===== src/source/stream_pkg.sv =====
`default_nettype none

package stream_pkg;

	// Default word width in bytes, passed down from the top level as BYTES
	parameter int DATA_BYTES = 4;

	// Default Wishbone address width
	parameter int ADDR_BITS = 8;

	// Request kind, taken from the write flag in the stream user field
	typedef enum logic
	{
		OP_READ  = 1'b0,
		OP_WRITE = 1'b1
	} op_t;

	// Decoded request travelling from decode to execute
	typedef struct packed
	{
		op_t                     op;
		logic [ADDR_BITS-1:0]    index;
		logic                    in_range;
		logic [DATA_BYTES*8-1:0] data;
	} req_item_t;

	// Read response, only the data word for now
	typedef struct packed
	{
		logic [DATA_BYTES*8-1:0] data;
	} rsp_item_t;

endpackage

`default_nettype wire


===== src/source/axis_register.sv =====
`timescale 1ns/1ps
`default_nettype none

module axis_register
#(
	parameter int WIDTH = 8
) (
	input  wire logic             clk,
	input  wire logic             sresetn,

	output logic                  in_ready,
	input  wire logic             in_valid,
	input  wire logic [WIDTH-1:0] in_data,

	input  wire logic             out_ready,
	output logic                  out_valid,
	output logic      [WIDTH-1:0] out_data
);

	logic             main_valid;
	logic [WIDTH-1:0] main_data;
	logic             skid_valid;
	logic [WIDTH-1:0] skid_data;

	logic main_free;

	// Main slot can load when empty or when it is being drained this cycle
	assign main_free = out_ready || !main_valid;

	// Ready comes straight from a flop
	assign in_ready  = !skid_valid;
	assign out_valid = main_valid;
	assign out_data  = main_data;

	always_ff @(posedge clk)
	begin
		if (!sresetn)
		begin
			main_valid <= 1'b0;
			skid_valid <= 1'b0;
		end else if (main_free)
		begin
			// Skid contents always go first to keep order
			main_valid <= skid_valid || in_valid;
			skid_valid <= 1'b0;
		end else if (in_valid && in_ready)
		begin
			skid_valid <= 1'b1;
		end
	end

	always_ff @(posedge clk)
	begin
		if (main_free)
		begin
			main_data <= skid_valid ? skid_data : in_data;
		end else if (in_valid && in_ready)
		begin
			skid_data <= in_data;
		end
	end

endmodule

`default_nettype wire


===== src/source/wb_axis_bridge.sv =====
`timescale 1ns/1ps
`default_nettype none

module wb_axis_bridge
#(
	parameter int BYTES = stream_pkg::DATA_BYTES,
	parameter int ADDR_BITS = stream_pkg::ADDR_BITS,
	// Emit reads on the outbound stream too, not only writes
	parameter bit OUTPUT_READS = 1'b0,
	// Up to 2**LOG2_NUM_OUTSTANDING reads may wait for their data
	parameter int LOG2_NUM_OUTSTANDING = 2
) (
	input  wire logic                 clk,
	input  wire logic                 sresetn,

	// Wishbone pipelined slave, cyc assumed high
	input  wire logic                 wb_stb,
	input  wire logic                 wb_we,
	input  wire logic [ADDR_BITS-1:0] wb_addr,
	input  wire logic [BYTES*8-1:0]   wb_data_i,
	output logic      [BYTES*8-1:0]   wb_data_o,
	output logic                      wb_ack,
	output logic                      wb_stall,

	// Returned read data
	output logic                      axis_i_tready,
	input  wire logic                 axis_i_tvalid,
	input  wire logic [BYTES*8-1:0]   axis_i_tdata,

	// Request items, tuser holds {we, addr}
	input  wire logic                 axis_o_tready,
	output logic                      axis_o_tvalid,
	output logic      [BYTES*8-1:0]   axis_o_tdata,
	output logic      [ADDR_BITS:0]   axis_o_tuser
);

	logic                          req_ready;
	logic                          req_valid;
	logic [LOG2_NUM_OUTSTANDING:0] outstanding;
	logic                          reads_full;
	logic                          read_accepted;
	logic                          write_accepted;
	logic                          read_returned;

	// Count reaches exactly 2**LOG2_NUM_OUTSTANDING at most, so the top bit flags full
	assign reads_full     = outstanding[LOG2_NUM_OUTSTANDING];
	assign read_accepted  = wb_stb && !wb_we && !wb_stall;
	assign write_accepted = wb_stb && wb_we && !wb_stall;
	assign read_returned  = axis_i_tready && axis_i_tvalid;
	assign axis_i_tready  = outstanding != '0;

	always_comb
	begin
		wb_stall = 1'b0;
		if (wb_stb)
		begin
			if (wb_we)
			begin
				// Writes wait for earlier reads so acks stay in request order
				wb_stall = !req_ready || (outstanding != '0);
			end else
			begin
				wb_stall = reads_full || (OUTPUT_READS && !req_ready);
			end
		end
	end

	assign req_valid = wb_stb && !wb_stall && (wb_we || OUTPUT_READS);

	always_ff @(posedge clk)
	begin
		if (!sresetn)
		begin
			outstanding <= '0;
		end else if (read_accepted && !read_returned)
		begin
			outstanding <= outstanding + 1'b1;
		end else if (!read_accepted && read_returned)
		begin
			outstanding <= outstanding - 1'b1;
		end
	end

	// A write is done once it sits in the stream, a read when its word comes back
	always_ff @(posedge clk)
	begin
		if (!sresetn)
			wb_ack <= 1'b0;
		else
			wb_ack <= write_accepted || read_returned;
	end

	always_ff @(posedge clk)
	begin
		if (read_returned)
			wb_data_o <= axis_i_tdata;
	end

	axis_register
	#(
		.WIDTH(BYTES*8 + ADDR_BITS + 1)
	) req_reg (
		.clk(clk),
		.sresetn(sresetn),
		.in_ready(req_ready),
		.in_valid(req_valid),
		.in_data({wb_we, wb_addr, wb_data_i}),
		.out_ready(axis_o_tready),
		.out_valid(axis_o_tvalid),
		.out_data({axis_o_tuser, axis_o_tdata})
	);

endmodule

`default_nettype wire


===== src/source/cmd_decode.sv =====
`timescale 1ns/1ps
`default_nettype none

module cmd_decode
#(
	parameter int BYTES = stream_pkg::DATA_BYTES,
	parameter int ADDR_BITS = stream_pkg::ADDR_BITS,
	parameter int NUM_REGS = 8
) (
	input  wire logic                 clk,
	input  wire logic                 sresetn,

	output logic                      in_ready,
	input  wire logic                 in_valid,
	input  wire logic [BYTES*8-1:0]   in_data,
	input  wire logic [ADDR_BITS:0]   in_user,

	input  wire logic                 out_ready,
	output logic                      out_valid,
	output stream_pkg::req_item_t     out_item
);

	import stream_pkg::*;

	req_item_t decoded;

	// User field is {we, addr}
	always_comb
	begin
		decoded.op       = in_user[ADDR_BITS] ? OP_WRITE : OP_READ;
		decoded.index    = in_user[ADDR_BITS-1:0];
		decoded.in_range = 32'(in_user[ADDR_BITS-1:0]) < NUM_REGS;
		decoded.data     = in_data;
	end

	// Stage empties or drains this cycle
	assign in_ready = out_ready || !out_valid;

	always_ff @(posedge clk)
	begin
		if (!sresetn)
			out_valid <= 1'b0;
		else if (in_ready)
			out_valid <= in_valid;
	end

	always_ff @(posedge clk)
	begin
		if (in_ready && in_valid)
			out_item <= decoded;
	end

endmodule

`default_nettype wire


===== src/source/reg_execute.sv =====
`timescale 1ns/1ps
`default_nettype none

module reg_execute
#(
	parameter int BYTES = stream_pkg::DATA_BYTES,
	parameter int NUM_REGS = 8
) (
	input  wire logic             clk,
	input  wire logic             sresetn,

	output logic                  in_ready,
	input  wire logic             in_valid,
	input  wire stream_pkg::req_item_t in_item,

	input  wire logic             out_ready,
	output logic                  out_valid,
	output stream_pkg::rsp_item_t out_rsp
);

	import stream_pkg::*;

	localparam int IDX_BITS = $clog2(NUM_REGS);

	// Index 0 is the write counter, the array covers the writable ones
	logic [BYTES*8-1:0]  regs [1:NUM_REGS-1];
	logic [BYTES*8-1:0]  write_count;
	logic [BYTES*8-1:0]  read_word;
	logic [IDX_BITS-1:0] idx;
	logic                accept;

	assign idx      = in_item.index[IDX_BITS-1:0];
	assign in_ready = !out_valid || out_ready;
	assign accept   = in_valid && in_ready;

	always_comb
	begin
		if (!in_item.in_range)
			read_word = '0;
		else if (idx == '0)
			read_word = write_count;
		else
			read_word = regs[idx];
	end

	always_ff @(posedge clk)
	begin
		if (!sresetn)
		begin
			write_count <= '0;
			for (int i = 1; i < NUM_REGS; i++)
				regs[i] <= '0;
		end else if (accept && in_item.op == OP_WRITE)
		begin
			// Counts every write, even ones that land nowhere
			write_count <= write_count + 1'b1;
			if (in_item.in_range && idx != '0)
				regs[idx] <= in_item.data;
		end
	end

	// Only reads produce a response
	always_ff @(posedge clk)
	begin
		if (!sresetn)
			out_valid <= 1'b0;
		else if (accept && in_item.op == OP_READ)
			out_valid <= 1'b1;
		else if (out_ready)
			out_valid <= 1'b0;
	end

	always_ff @(posedge clk)
	begin
		if (accept && in_item.op == OP_READ)
			out_rsp.data <= read_word;
	end

endmodule

`default_nettype wire


===== src/source/result_stream.sv =====
`timescale 1ns/1ps
`default_nettype none

module result_stream
#(
	parameter int BYTES = stream_pkg::DATA_BYTES
) (
	input  wire logic             clk,
	input  wire logic             sresetn,

	output logic                  in_ready,
	input  wire logic             in_valid,
	input  wire stream_pkg::rsp_item_t in_rsp,

	input  wire logic             out_ready,
	output logic                  out_valid,
	output stream_pkg::rsp_item_t out_rsp
);

	import stream_pkg::*;

	logic [BYTES*8-1:0] mem [2];
	logic               wr_ptr;
	logic               rd_ptr;
	logic [1:0]         count;
	logic               push;
	logic               pop;

	assign in_ready     = count != 2'd2;
	assign out_valid    = count != 2'd0;
	assign out_rsp.data = mem[rd_ptr];

	assign push = in_valid && in_ready;
	assign pop  = out_valid && out_ready;

	always_ff @(posedge clk)
	begin
		if (!sresetn)
		begin
			wr_ptr <= 1'b0;
			rd_ptr <= 1'b0;
			count  <= 2'd0;
		end else
		begin
			if (push)
				wr_ptr <= !wr_ptr;
			if (pop)
				rd_ptr <= !rd_ptr;
			// Simultaneous push and pop leaves the fill level alone
			if (push && !pop)
				count <= count + 2'd1;
			else if (pop && !push)
				count <= count - 2'd1;
		end
	end

	always_ff @(posedge clk)
	begin
		if (push)
			mem[wr_ptr] <= in_rsp.data;
	end

endmodule

`default_nettype wire


===== src/source/wb_regs_top.sv =====
`timescale 1ns/1ps
`default_nettype none

module wb_regs_top
#(
	parameter int BYTES = stream_pkg::DATA_BYTES,
	parameter int ADDR_BITS = stream_pkg::ADDR_BITS,
	parameter int NUM_REGS = 8,
	parameter int LOG2_NUM_OUTSTANDING = 2
) (
	input  wire logic                 clk,
	input  wire logic                 sresetn,

	input  wire logic                 wb_stb,
	input  wire logic                 wb_we,
	input  wire logic [ADDR_BITS-1:0] wb_addr,
	input  wire logic [BYTES*8-1:0]   wb_data_i,
	output logic      [BYTES*8-1:0]   wb_data_o,
	output logic                      wb_ack,
	output logic                      wb_stall
);

	import stream_pkg::*;

	logic                 req_ready;
	logic                 req_valid;
	logic [BYTES*8-1:0]   req_data;
	logic [ADDR_BITS:0]   req_user;

	logic                 dec_ready;
	logic                 dec_valid;
	req_item_t            dec_item;

	logic                 exe_ready;
	logic                 exe_valid;
	rsp_item_t            exe_rsp;

	logic                 ret_ready;
	logic                 ret_valid;
	rsp_item_t            ret_rsp;

	// Reads must reach the execute stage, so the bridge emits them
	wb_axis_bridge
	#(
		.BYTES(BYTES),
		.ADDR_BITS(ADDR_BITS),
		.OUTPUT_READS(1'b1),
		.LOG2_NUM_OUTSTANDING(LOG2_NUM_OUTSTANDING)
	) bridge (
		.clk(clk),
		.sresetn(sresetn),
		.wb_stb(wb_stb),
		.wb_we(wb_we),
		.wb_addr(wb_addr),
		.wb_data_i(wb_data_i),
		.wb_data_o(wb_data_o),
		.wb_ack(wb_ack),
		.wb_stall(wb_stall),
		.axis_i_tready(ret_ready),
		.axis_i_tvalid(ret_valid),
		.axis_i_tdata(ret_rsp.data),
		.axis_o_tready(req_ready),
		.axis_o_tvalid(req_valid),
		.axis_o_tdata(req_data),
		.axis_o_tuser(req_user)
	);

	cmd_decode
	#(
		.BYTES(BYTES),
		.ADDR_BITS(ADDR_BITS),
		.NUM_REGS(NUM_REGS)
	) decode (
		.clk(clk),
		.sresetn(sresetn),
		.in_ready(req_ready),
		.in_valid(req_valid),
		.in_data(req_data),
		.in_user(req_user),
		.out_ready(dec_ready),
		.out_valid(dec_valid),
		.out_item(dec_item)
	);

	reg_execute
	#(
		.BYTES(BYTES),
		.NUM_REGS(NUM_REGS)
	) execute (
		.clk(clk),
		.sresetn(sresetn),
		.in_ready(dec_ready),
		.in_valid(dec_valid),
		.in_item(dec_item),
		.out_ready(exe_ready),
		.out_valid(exe_valid),
		.out_rsp(exe_rsp)
	);

	result_stream
	#(
		.BYTES(BYTES)
	) result (
		.clk(clk),
		.sresetn(sresetn),
		.in_ready(exe_ready),
		.in_valid(exe_valid),
		.in_rsp(exe_rsp),
		.out_ready(ret_ready),
		.out_valid(ret_valid),
		.out_rsp(ret_rsp)
	);

endmodule

`default_nettype wire


===== config.mk =====
export PLATFORM = sky130hd
export DESIGN_NAME = wb_regs_top
export DESIGN_NICKNAME = d
export VERILOG_FILES = /design/src/source/stream_pkg.sv /design/src/source/axis_register.sv /design/src/source/wb_axis_bridge.sv /design/src/source/cmd_decode.sv /design/src/source/reg_execute.sv /design/src/source/result_stream.sv /design/src/source/wb_regs_top.sv
export SDC_FILE = /design/constraint.sdc
export NUM_CORES = 1
export LEC_CHECK = 0
export ABC_AREA = 1
export BUFFER_PORTS_ARGS = -buffer_cell sky130_fd_sc_hd__buf_2
export CORE_ASPECT_RATIO = 1.2
export CORE_UTILIZATION = 40
export DETAILED_ROUTE_END_ITERATION = 7
export SYNTH_ARGS = -nofsm -noshare
export SYNTH_HDL_FRONTEND = slang
export SYNTH_SLANG_ARGS = --single-unit

===== constraint.sdc =====
create_clock -name clk -period 8.84 [get_ports clk]
set_input_delay 1.768 -clock clk [delete_from_list [all_inputs] [get_ports clk]]
set_output_delay 1.768 -clock clk [all_outputs]
set_load 0.02 [all_outputs]

# Word-level counts from Yosys, hierarchy flattened

Memory sizes are Yosys's and may differ from the RTL's. A register that Yosys moved wholly into a read port is not among the register bits.
Cells that the tools add are included.

RAM bits: 288
Output and inout bits: 34
Memory bits (read-only): 0
Input bits: 44
Bits in latches: 0
Memories: 2
Logic and storage cells: 96
Register bits: 195

Add/subtract/negate cells: 5
Div/mod/pow operators: 0
Equal/unequal tests: 1
$lt $le $gt $ge: 1
$mul: 0
Multiplexer cells: 22
Bitwise gates (word level): 3
Shift operators: 0
Reduce and logical (&&, ||, !) cells: 45

Memories:

| name         | depth | width | rd ports | clocked after memory_dff | write ports | RTL line            | RTL |
|---|---|---|---|---|---|---|---|
| execute.regs | 7     | 32    | 1        | 1                        | 7           | reg_execute.sv:26   | `logic [BYTES*8-1:0] regs [1:NUM_REGS-1];` |
| result.mem   | 2     | 32    | 1        | 1                        | 1           | result_stream.sv:22 | `logic [BYTES*8-1:0] mem [2];` |

Operator list:

| kind                  | number |
|---|---|
| $mux 32               | 2 |
| $mux 41               | 1 |
| $add 32x1->32 const B | 1 |
| $reduce_or 32->1      | 1 |
| $logic_and 1x1->1     | 17 |
| $mux 1                | 13 |
| $mux 3                | 4 |
| $logic_not 1->1       | 11 |
| $lt 8x4->1 const B    | 1 |
| $reduce_bool 2->1     | 4 |
| $logic_or 1x1->1      | 7 |
| $reduce_bool 3->1     | 2 |
| $mux 2                | 2 |
| $add 3x1->3 const B   | 1 |
| $logic_not 3->1       | 1 |
| $not 1->1             | 3 |
| $sub 3x1->3 const B   | 1 |
| $add 2x1->2 const B   | 1 |
| $ne 2x2->1 const B    | 1 |
| $reduce_and 2->1      | 1 |
| $reduce_or 2->1       | 1 |
| $sub 2x1->2 const B   | 1 |

# Logic depth before layout (Yosys ltp)

Gate-level depths: netlist of run 1.

Depth after elaboration: 10
Mapped depth: 14
Depth with buffers taken out: 14

# Modules after synthesis

Synthesis of run 1 repeated with hierarchy kept, for this count alone.

Cell total of the unflattened synthesis: 1760
Area, all modules: 21026.4 µm²

By module, submodules not included:

| module         | cells each | area an instance (µm²) | times used | sequential area each (µm²) |
|---|---|---|---|---|
| reg_execute    | 1273       | 12563.3                | 1          | 8348.0 |
| axis_register  | 226        | 3166.8                 | 1          | 2502.4 |
| result_stream  | 137        | 2708.8                 | 1          | 2021.9 |
| cmd_decode     | 53         | 1330.0                 | 1          | 1281.2 |
| wb_axis_bridge | 71         | 1257.5                 | 1          | 1041.0 |

# Least setup slack after synthesis of run 1

No wires, ideal clock.

Path kind: input port to flip-flop
From: in wb_we
To: reg bridge.req_reg.skid_data[0] (enable)
Setup time: 0.439 ns
Setup slack: 4.486 ns
Path buffers: 0
Stages on the path: 5
Arrival: 3.915 ns
Required time: 8.401 ns
Cells stage by stage: inv_1 > nand2_1 > a21oi_1 > nand2_1 > nor2_1

Cells in the longest elaborated chain, start to end: 6

RTL lines:

| what                       | RTL line             | RTL |
|---|---|---|
| start: declaration         | wb_regs_top.sv:15    | `input wire logic wb_we,` |
| $mux 1                     | wb_axis_bridge.sv:57 | `if (wb_we)` |
| $mux 1                     | wb_axis_bridge.sv:55 | `if (wb_stb)` |
| $logic_not 1->1            | wb_axis_bridge.sv:68 | `assign req_valid = wb_stb && !wb_stall && (wb_we \|\| OUTPUT_READS);` |
| $logic_and 1x1->1          | wb_axis_bridge.sv:68 |  |
| $logic_and 1x1->1          | axis_register.sv:57  | `end else if (in_valid && in_ready)` |
| $reduce_and 2->1 (no line) | n/a                  |  |
| end signal: assignment     | axis_register.sv:59  | `skid_data <= in_data;` |
| end: declaration           | axis_register.sv:23  | `logic [WIDTH-1:0] skid_data;` |

No other way between the ends.
A chain may end at the register's enable or synchronous reset.

# Final worst setup path of run 1

From: in wb_we
To: out wb_stall

Cells in the longest elaborated chain, start to end: 2

RTL lines:

| what             | RTL line             | RTL |
|---|---|---|
| $mux 1           | wb_axis_bridge.sv:57 |  |
| $mux 1           | wb_axis_bridge.sv:55 |  |
| end: declaration | wb_regs_top.sv:20    | `output logic wb_stall` |

No other way between the ends.

==> metrics.cfg, run 1 <==
[critical_path]
cp_top_family=buffers and inverters
crit_path_end_kind=output port
critical_path_class=primary input to output port
required_ns=7.07
cp-start-kind=primary input
path_buf_inv=3
critPathMaxStageDelay_ns=0.19
cp_cell_sequence=buf_2, inv_1, nand2_1, a21oi_1, nor2_1, buf_2
critPathSlowestCell=a21oi_1
crit_path_frequent_cell=buf_2
worstPathMaxFanout=3
critical_path_arrival_ns=2.43

[grt]
grt_max_degree=74
grt_first_pass_wirelength_um=75700
antenna_found_initial=1
grt_pass1_vias=13800
gr-total-overflow=0
grt_usage_pct=17.2

[synthesis]
synth_top_area_cell=edfxtp_1
synthesis.instances=2029
synth_area_leaders=edfxtp_1 67%, nand2_1 9.5%, nand3_1 5.5%
synth_cell_type_count=37
synth-async-reset-ratio_pct=0
synth_common_cells=572 x nand2_1, 503 x edfxtp_1, 293 x nor2_1
synth-seq-cells=550
synth_most_common_cell=nand2_1
syn_area_um2=22500
synth_edf_count=503
seq_area_frac_synth_pct=71.2
synth_top_cell_area_share_pct=67.0
synth_flop_cell=edfxtp_1
yosysWarnings=0
syn_area_per_cell_um2=11.1

[floorplan]
die_w_um=219
core_area_um2=55300
die-area_um2=57300
die_h_um=262
io_pins=78
start_util_pct=40.8
rows=94

[timing]
slew_headroom_pct=24.5
finalCritPeriodShare_pct=47.5
hold_viol=0
setup_viol=0
fin_crit_ns=4.20
rsz0062_at_grt=no
fin_tns_setup_ns=0
worst-slew-pin-transition_ns=1.13
max_freq_mhz=238
clock-skew-final_ns=0.0304
fin_ws_ns=4.64
slew_violations=0
hold_slack_ns=0.416

[clocking]
clockRootBuffer=clkbuf_16
clk_latency_ns=0.62
cts_num_sinks=550
clockBufferDepth=3
cts_resized=0
numCtsBuffers=54
cts_tree=yes
clk_pin_slew_ns=0.06
htree_levels=2
holdBufCountCts=0
postCtsSetupRepairBufs=0

[route]
first_pass_iters=5
vias_per_cell=4.91
finalWirelength_um=47900
ant_nets=0
vias=14200
drcViolationCount=0
first_iter_violations=999
wl_per_cell_um=16.6

[power]
pwr_density_cell_nw_per_um2=242
vdd_drop_max_mv=0.138
leakagePower_nw=9.94

[placement]
post-dp-hpwl_um=30400
place_worst_setup_slack_ns=4.31
gp_congestion=0.827
portBuffers=77
dpl_cell_area_um2=23600

[outcome]
status=finished, final reports clean

[final_layout]
stdcell_area_um2=25300
syn2layout_area_growth_pct=12.1
drive_gt1_share_pct=9.49
fin_nets=2165
fin_util_pct=45.7
diodes=0

[run]
max_cap_viol_count=0

[hold_path]
hp-class=register to register

[logic make-up (layout without fill, tap and decap cells)]
group	after synthesis	count (layout)	share of synthesized area, %
simple gates	1149	1149	21.3
fa+ha+maj	4	4	0.255
other cells	1	32	0.0166
buf+inv	239	340	4.84
compound gates	79	79	2.15
flops	550	550	71.2
xor+xnor	7	7	0.272
[layout by cell type, fill, tap and decap left out, drive strengths merged]
cell type,Yosys,final
ha,3,3
xnor2,5,5
conb,1,32
dfxtp,47,47
bufinv,0,2
and3,1,1
nor2,299,299
clkbuf,41,78
a21oi,21,21
o211ai,32,32
clkinvlp,0,2
a31oi,3,3
edfxtp,503,503
nor3,6,6
nand3b,1,1
fa,1,1
clkinv,5,22
nand2,579,579
buf,62,104
o21ai,21,21
nand4,13,13
inv,131,132
nand3,249,249
xor2,2,2
nor3b,1,1
o21a,2,2
[worst paths after layout]
path	startpoint	end	slack, ns	depth (start not counted)
setup / recovery	wb_we	wb_stall	4.64	6
hold / removal	bridge.req_reg.out_data[25]	decode.out_item[25]	0.42	0
setup reg to reg	decode.out_item[33]	execute.regs[6][15]	5.31	8
hold reg to reg	bridge.req_reg.out_data[25]	decode.out_item[25]	0.42	0
[registers in the layout, indices dropped and copies added, names as in the netlist, named ones only]
| signal | count |
|---|---|
| execute.out_rsp | 32 |
| decode.out_item | 37 |
| bridge.req_reg.skid_data | 41 |
| result.mem | 64 |
| bridge.req_reg.out_data | 41 |
| result.wr_ptr | 1 |
| bridge.outstanding | 3 |
| execute.out_valid | 1 |
| execute.regs | 256 |
| result.rd_ptr | 1 |
| bridge.wb_ack | 1 |
| bridge.req_reg.out_valid | 1 |
| execute.write_count | 32 |
| bridge.wb_data_o | 32 |
| result.count | 2 |
| decode.out_valid | 1 |
| bridge.req_reg.skid_valid | 1 |
[layout make-up]
| cell class | instances | area [µm²] |
|---|---|---|
| clock buffers | 78 | 1480 |
| well taps | 720 | 901 |
| fillers | 5143 | 30000 |
| multi-input cells | 1271 | 5540 |
| repair buffers | 104 | 588 |
| flip-flops and latches | 550 | 16100 |
| inverters | 136 | 517 |
| clock inverters | 22 | 180 |
[stage by stage]
stage          std cells  total power, W
6_report            2881         0.00610
5_1_grt             2881         0.00638
3_3_place_gp        2781         0.00398
4_1_cts             2881         0.00618
3_5_place_dp        2781         0.00399
2_1_floorplan       2060         0.00369
[per-layer routing]
layer | wire [µm] | vias to the layer above | track usage [%]
met5 | 13 | - | 0
met4 | 1170 | 2 | 5.34
met3 | 2620 | 83 | 3.09
met2 | 23800 | 338 | 29.2
met1 | 20400 | 6753 | 22.3
li1 | - | 6978 | -
[report_power, final]
group	internal [W]	switching, W	leakage (nW)
clock network	0.00123	0.000955	0.809
registers	0.00301	0.0000744	5.32
logic	0.000221	0.000615	3.81
(Power assumes the default switching activity.)
==> run 2: changes to the inputs <==
Clock period 8.84 ns to 3.9 ns, I/O delays scaled along.
==> metrics.cfg, run 2 (synthesized netlist as in run 1, its figures left out) <==
[outcome]
status=finished, final reports clean

[placement]
gp_congestion=0.866  ; +4.6%
dp_cells=2784  ; +0.11%
dpl_cell_area_um2=23700  ; +0.25%
place_worst_setup_slack_ns=1.08  ; -3.23 ns
post-dp-hpwl_um=30100  ; -0.86%
portBuffers=77  ; unchanged

[clocking]
clk_pin_slew_ns=0.06  ; about the same
postCtsSetupRepairBufs=0  ; unchanged
clockBufferDepth=3  ; unchanged
clk_latency_ns=0.60  ; -0.02 ns
cts_num_sinks=550  ; unchanged
numCtsBuffers=54  ; unchanged
cts_tree=yes
cts_resized=0  ; unchanged
htree_levels=2  ; unchanged
clockRootBuffer=clkbuf_16
holdBufCountCts=0  ; unchanged

[timing]
rsz0062_at_grt=no
fin_ws_ns=1.31  ; -3.33 ns
finalCritPeriodShare_pct=66.4
slew_headroom_pct=21.4  ; -3.1 points
clock-skew-final_ns=0.0126  ; -0.0178 ns
fin_tns_setup_ns=0  ; unchanged
setup_viol=0  ; unchanged
slew_violations=0  ; unchanged
fin_crit_ns=2.59
worst-slew-pin-transition_ns=1.18  ; +0.0467 ns
hold_viol=0  ; unchanged
max_freq_mhz=386

[final_layout]
top_register=execute.regs
reg_top3=execute.regs: 256 flops, result.mem: 64 flops
diodes=0  ; unchanged
largest_reg_flops=256  ; unchanged
layout_commonest_cell=nand2_1
fin_nets=2168  ; +0.14%
stdcell_area_um2=25500  ; +1.2%
final_cell_mix=571 x nand2_1, 503 x edfxtp_1, 289 x nor2_1
drive_gt1_share_pct=10.4  ; +0.91 points
syn2layout_area_growth_pct=13.4
final-instance-count-excl-fill=2885  ; +0.14%

[critical_path]
r2r_start=result.count[0]
required_ns=4.17  ; -2.90 ns
critical_path_class=register to register
worstPathMaxFanout=33  ; +30
r2r-end=execute.regs[2][7]
reg2regPathDepth=9  ; +1
crit_path_end_kind=register
critical_path_arrival_ns=2.86  ; +0.43 ns
r2r_slack_ns=1.31  ; -4.00 ns
cp-start-kind=register

[floorplan]
die-area_um2=57300  ; unchanged
io_pins=78  ; unchanged
rows=94  ; unchanged
die_h_um=262  ; unchanged
start_util_pct=40.8  ; unchanged
core_area_um2=55300  ; unchanged
die_w_um=219  ; unchanged

[grt]
gr-total-overflow=0  ; unchanged
grt_max_degree=79  ; +6.8%
antenna_found_initial=1  ; unchanged
grt_pass1_vias=14000  ; +1.8%
grt_usage_pct=16.9  ; -0.27 points
grt_first_pass_wirelength_um=75500  ; -0.22%

[power]
vdd_drop_max_mv=0.308  ; +120%
pwr_density_cell_nw_per_um2=564  ; +130%
leakagePower_nw=10.1  ; +1.6%

[route]
vias_per_cell=4.96  ; +0.98%
first_iter_violations=1233  ; +23%
first_pass_iters=7  ; +2
vias=14300  ; +1.1%
drcViolationCount=0  ; unchanged
ant_nets=0  ; unchanged
wl_per_cell_um=16.5  ; -0.65%
finalWirelength_um=47700  ; -0.51%

[hold_path]
worstHoldStart=wb_addr[5]
hold_path_end=bridge.req_reg.skid_data[37]
hp-class=primary input to register
worstHoldPathCells=1  ; +1

[run]
max_cap_viol_count=0  ; unchanged

## run 2: cell count changes in the layout (fill, tap and decap cells not counted), sizes merged
cell,before,now
clkbuf,78,65
clkinv,22,31
bufinv,2,10
buf,104,107
inv,132,130
clkinvlp,2,1
## run 2: metal layers
layer | share of wire, % | routed length (µm) | up-vias | GRT usage (%)
met5 | 0 | 0 | - | 0
li1 | - | - | 6993 | -
met3 | 6.2 | 2980 | 75 | 2.77
met2 | 50 | 23800 | 433 | 29.4
met1 | 42 | 19800 | 6812 | 21.6
met4 | 2.2 | 1050 | 0 | 5.13
## run 2: stage by stage
stage          total power (W)  util [%]  hold slack, ns
3_5_place_dp           0.00903      42.8           0.405
6_report                0.0144      46.2           0.367
5_1_grt                 0.0150      46.2           0.334
4_1_cts                 0.0146      46.2           0.325
3_3_place_gp           0.00899      42.8           0.403
2_1_floorplan          0.00836         -           0.400
## run 2: area by class of cell
cell class                 count  area, µm²
fill                        5099      29700
tap                          720        901
inverter                     136        517
multi-input combinational   1271       5540
clock inverter                36        442
clock buffer                  65       1450
timing repair buffer         107        648
sequential                   550      16100
## run 2: how the worst max path moves through the flow
stage / from / to / slack [ns] / depth (start not counted)
finish: result.count[0] / execute.regs[2][7] / 1.31 / 9
global route: result.count[0] / execute.regs[2][7] / 1.11 / 9
CTS: result.count[0] / execute.regs[2][10] / 1.27 / 9
detailed placement: wb_we / bridge.outstanding[2] / 1.08 / 15
global placement: wb_we / bridge.outstanding[2] / 1.07 / 15
floorplan: result.count[1] / bridge.req_reg.skid_data[0] / 0.27 / 6
## run 2: critical path, stage by stage (launching register included)
cell      delay (ns)
dfxtp_1         0.38
inv_2           0.08
nand3_4         0.08
nand3_4         0.20
clkinv_4        0.15
nand4_4         0.15
nor2_4          0.18
nand2_2         0.44
nand2_1         0.23
buf_4           0.33
## run 2: power breakdown
group	switching, W	total (W)	leakage (nW)	internal, W
clock network	0.00221	0.00552	0.942	0.00332
logic	0.00144	0.00196	3.84	0.000519
registers	0.000110	0.00693	5.32	0.00682
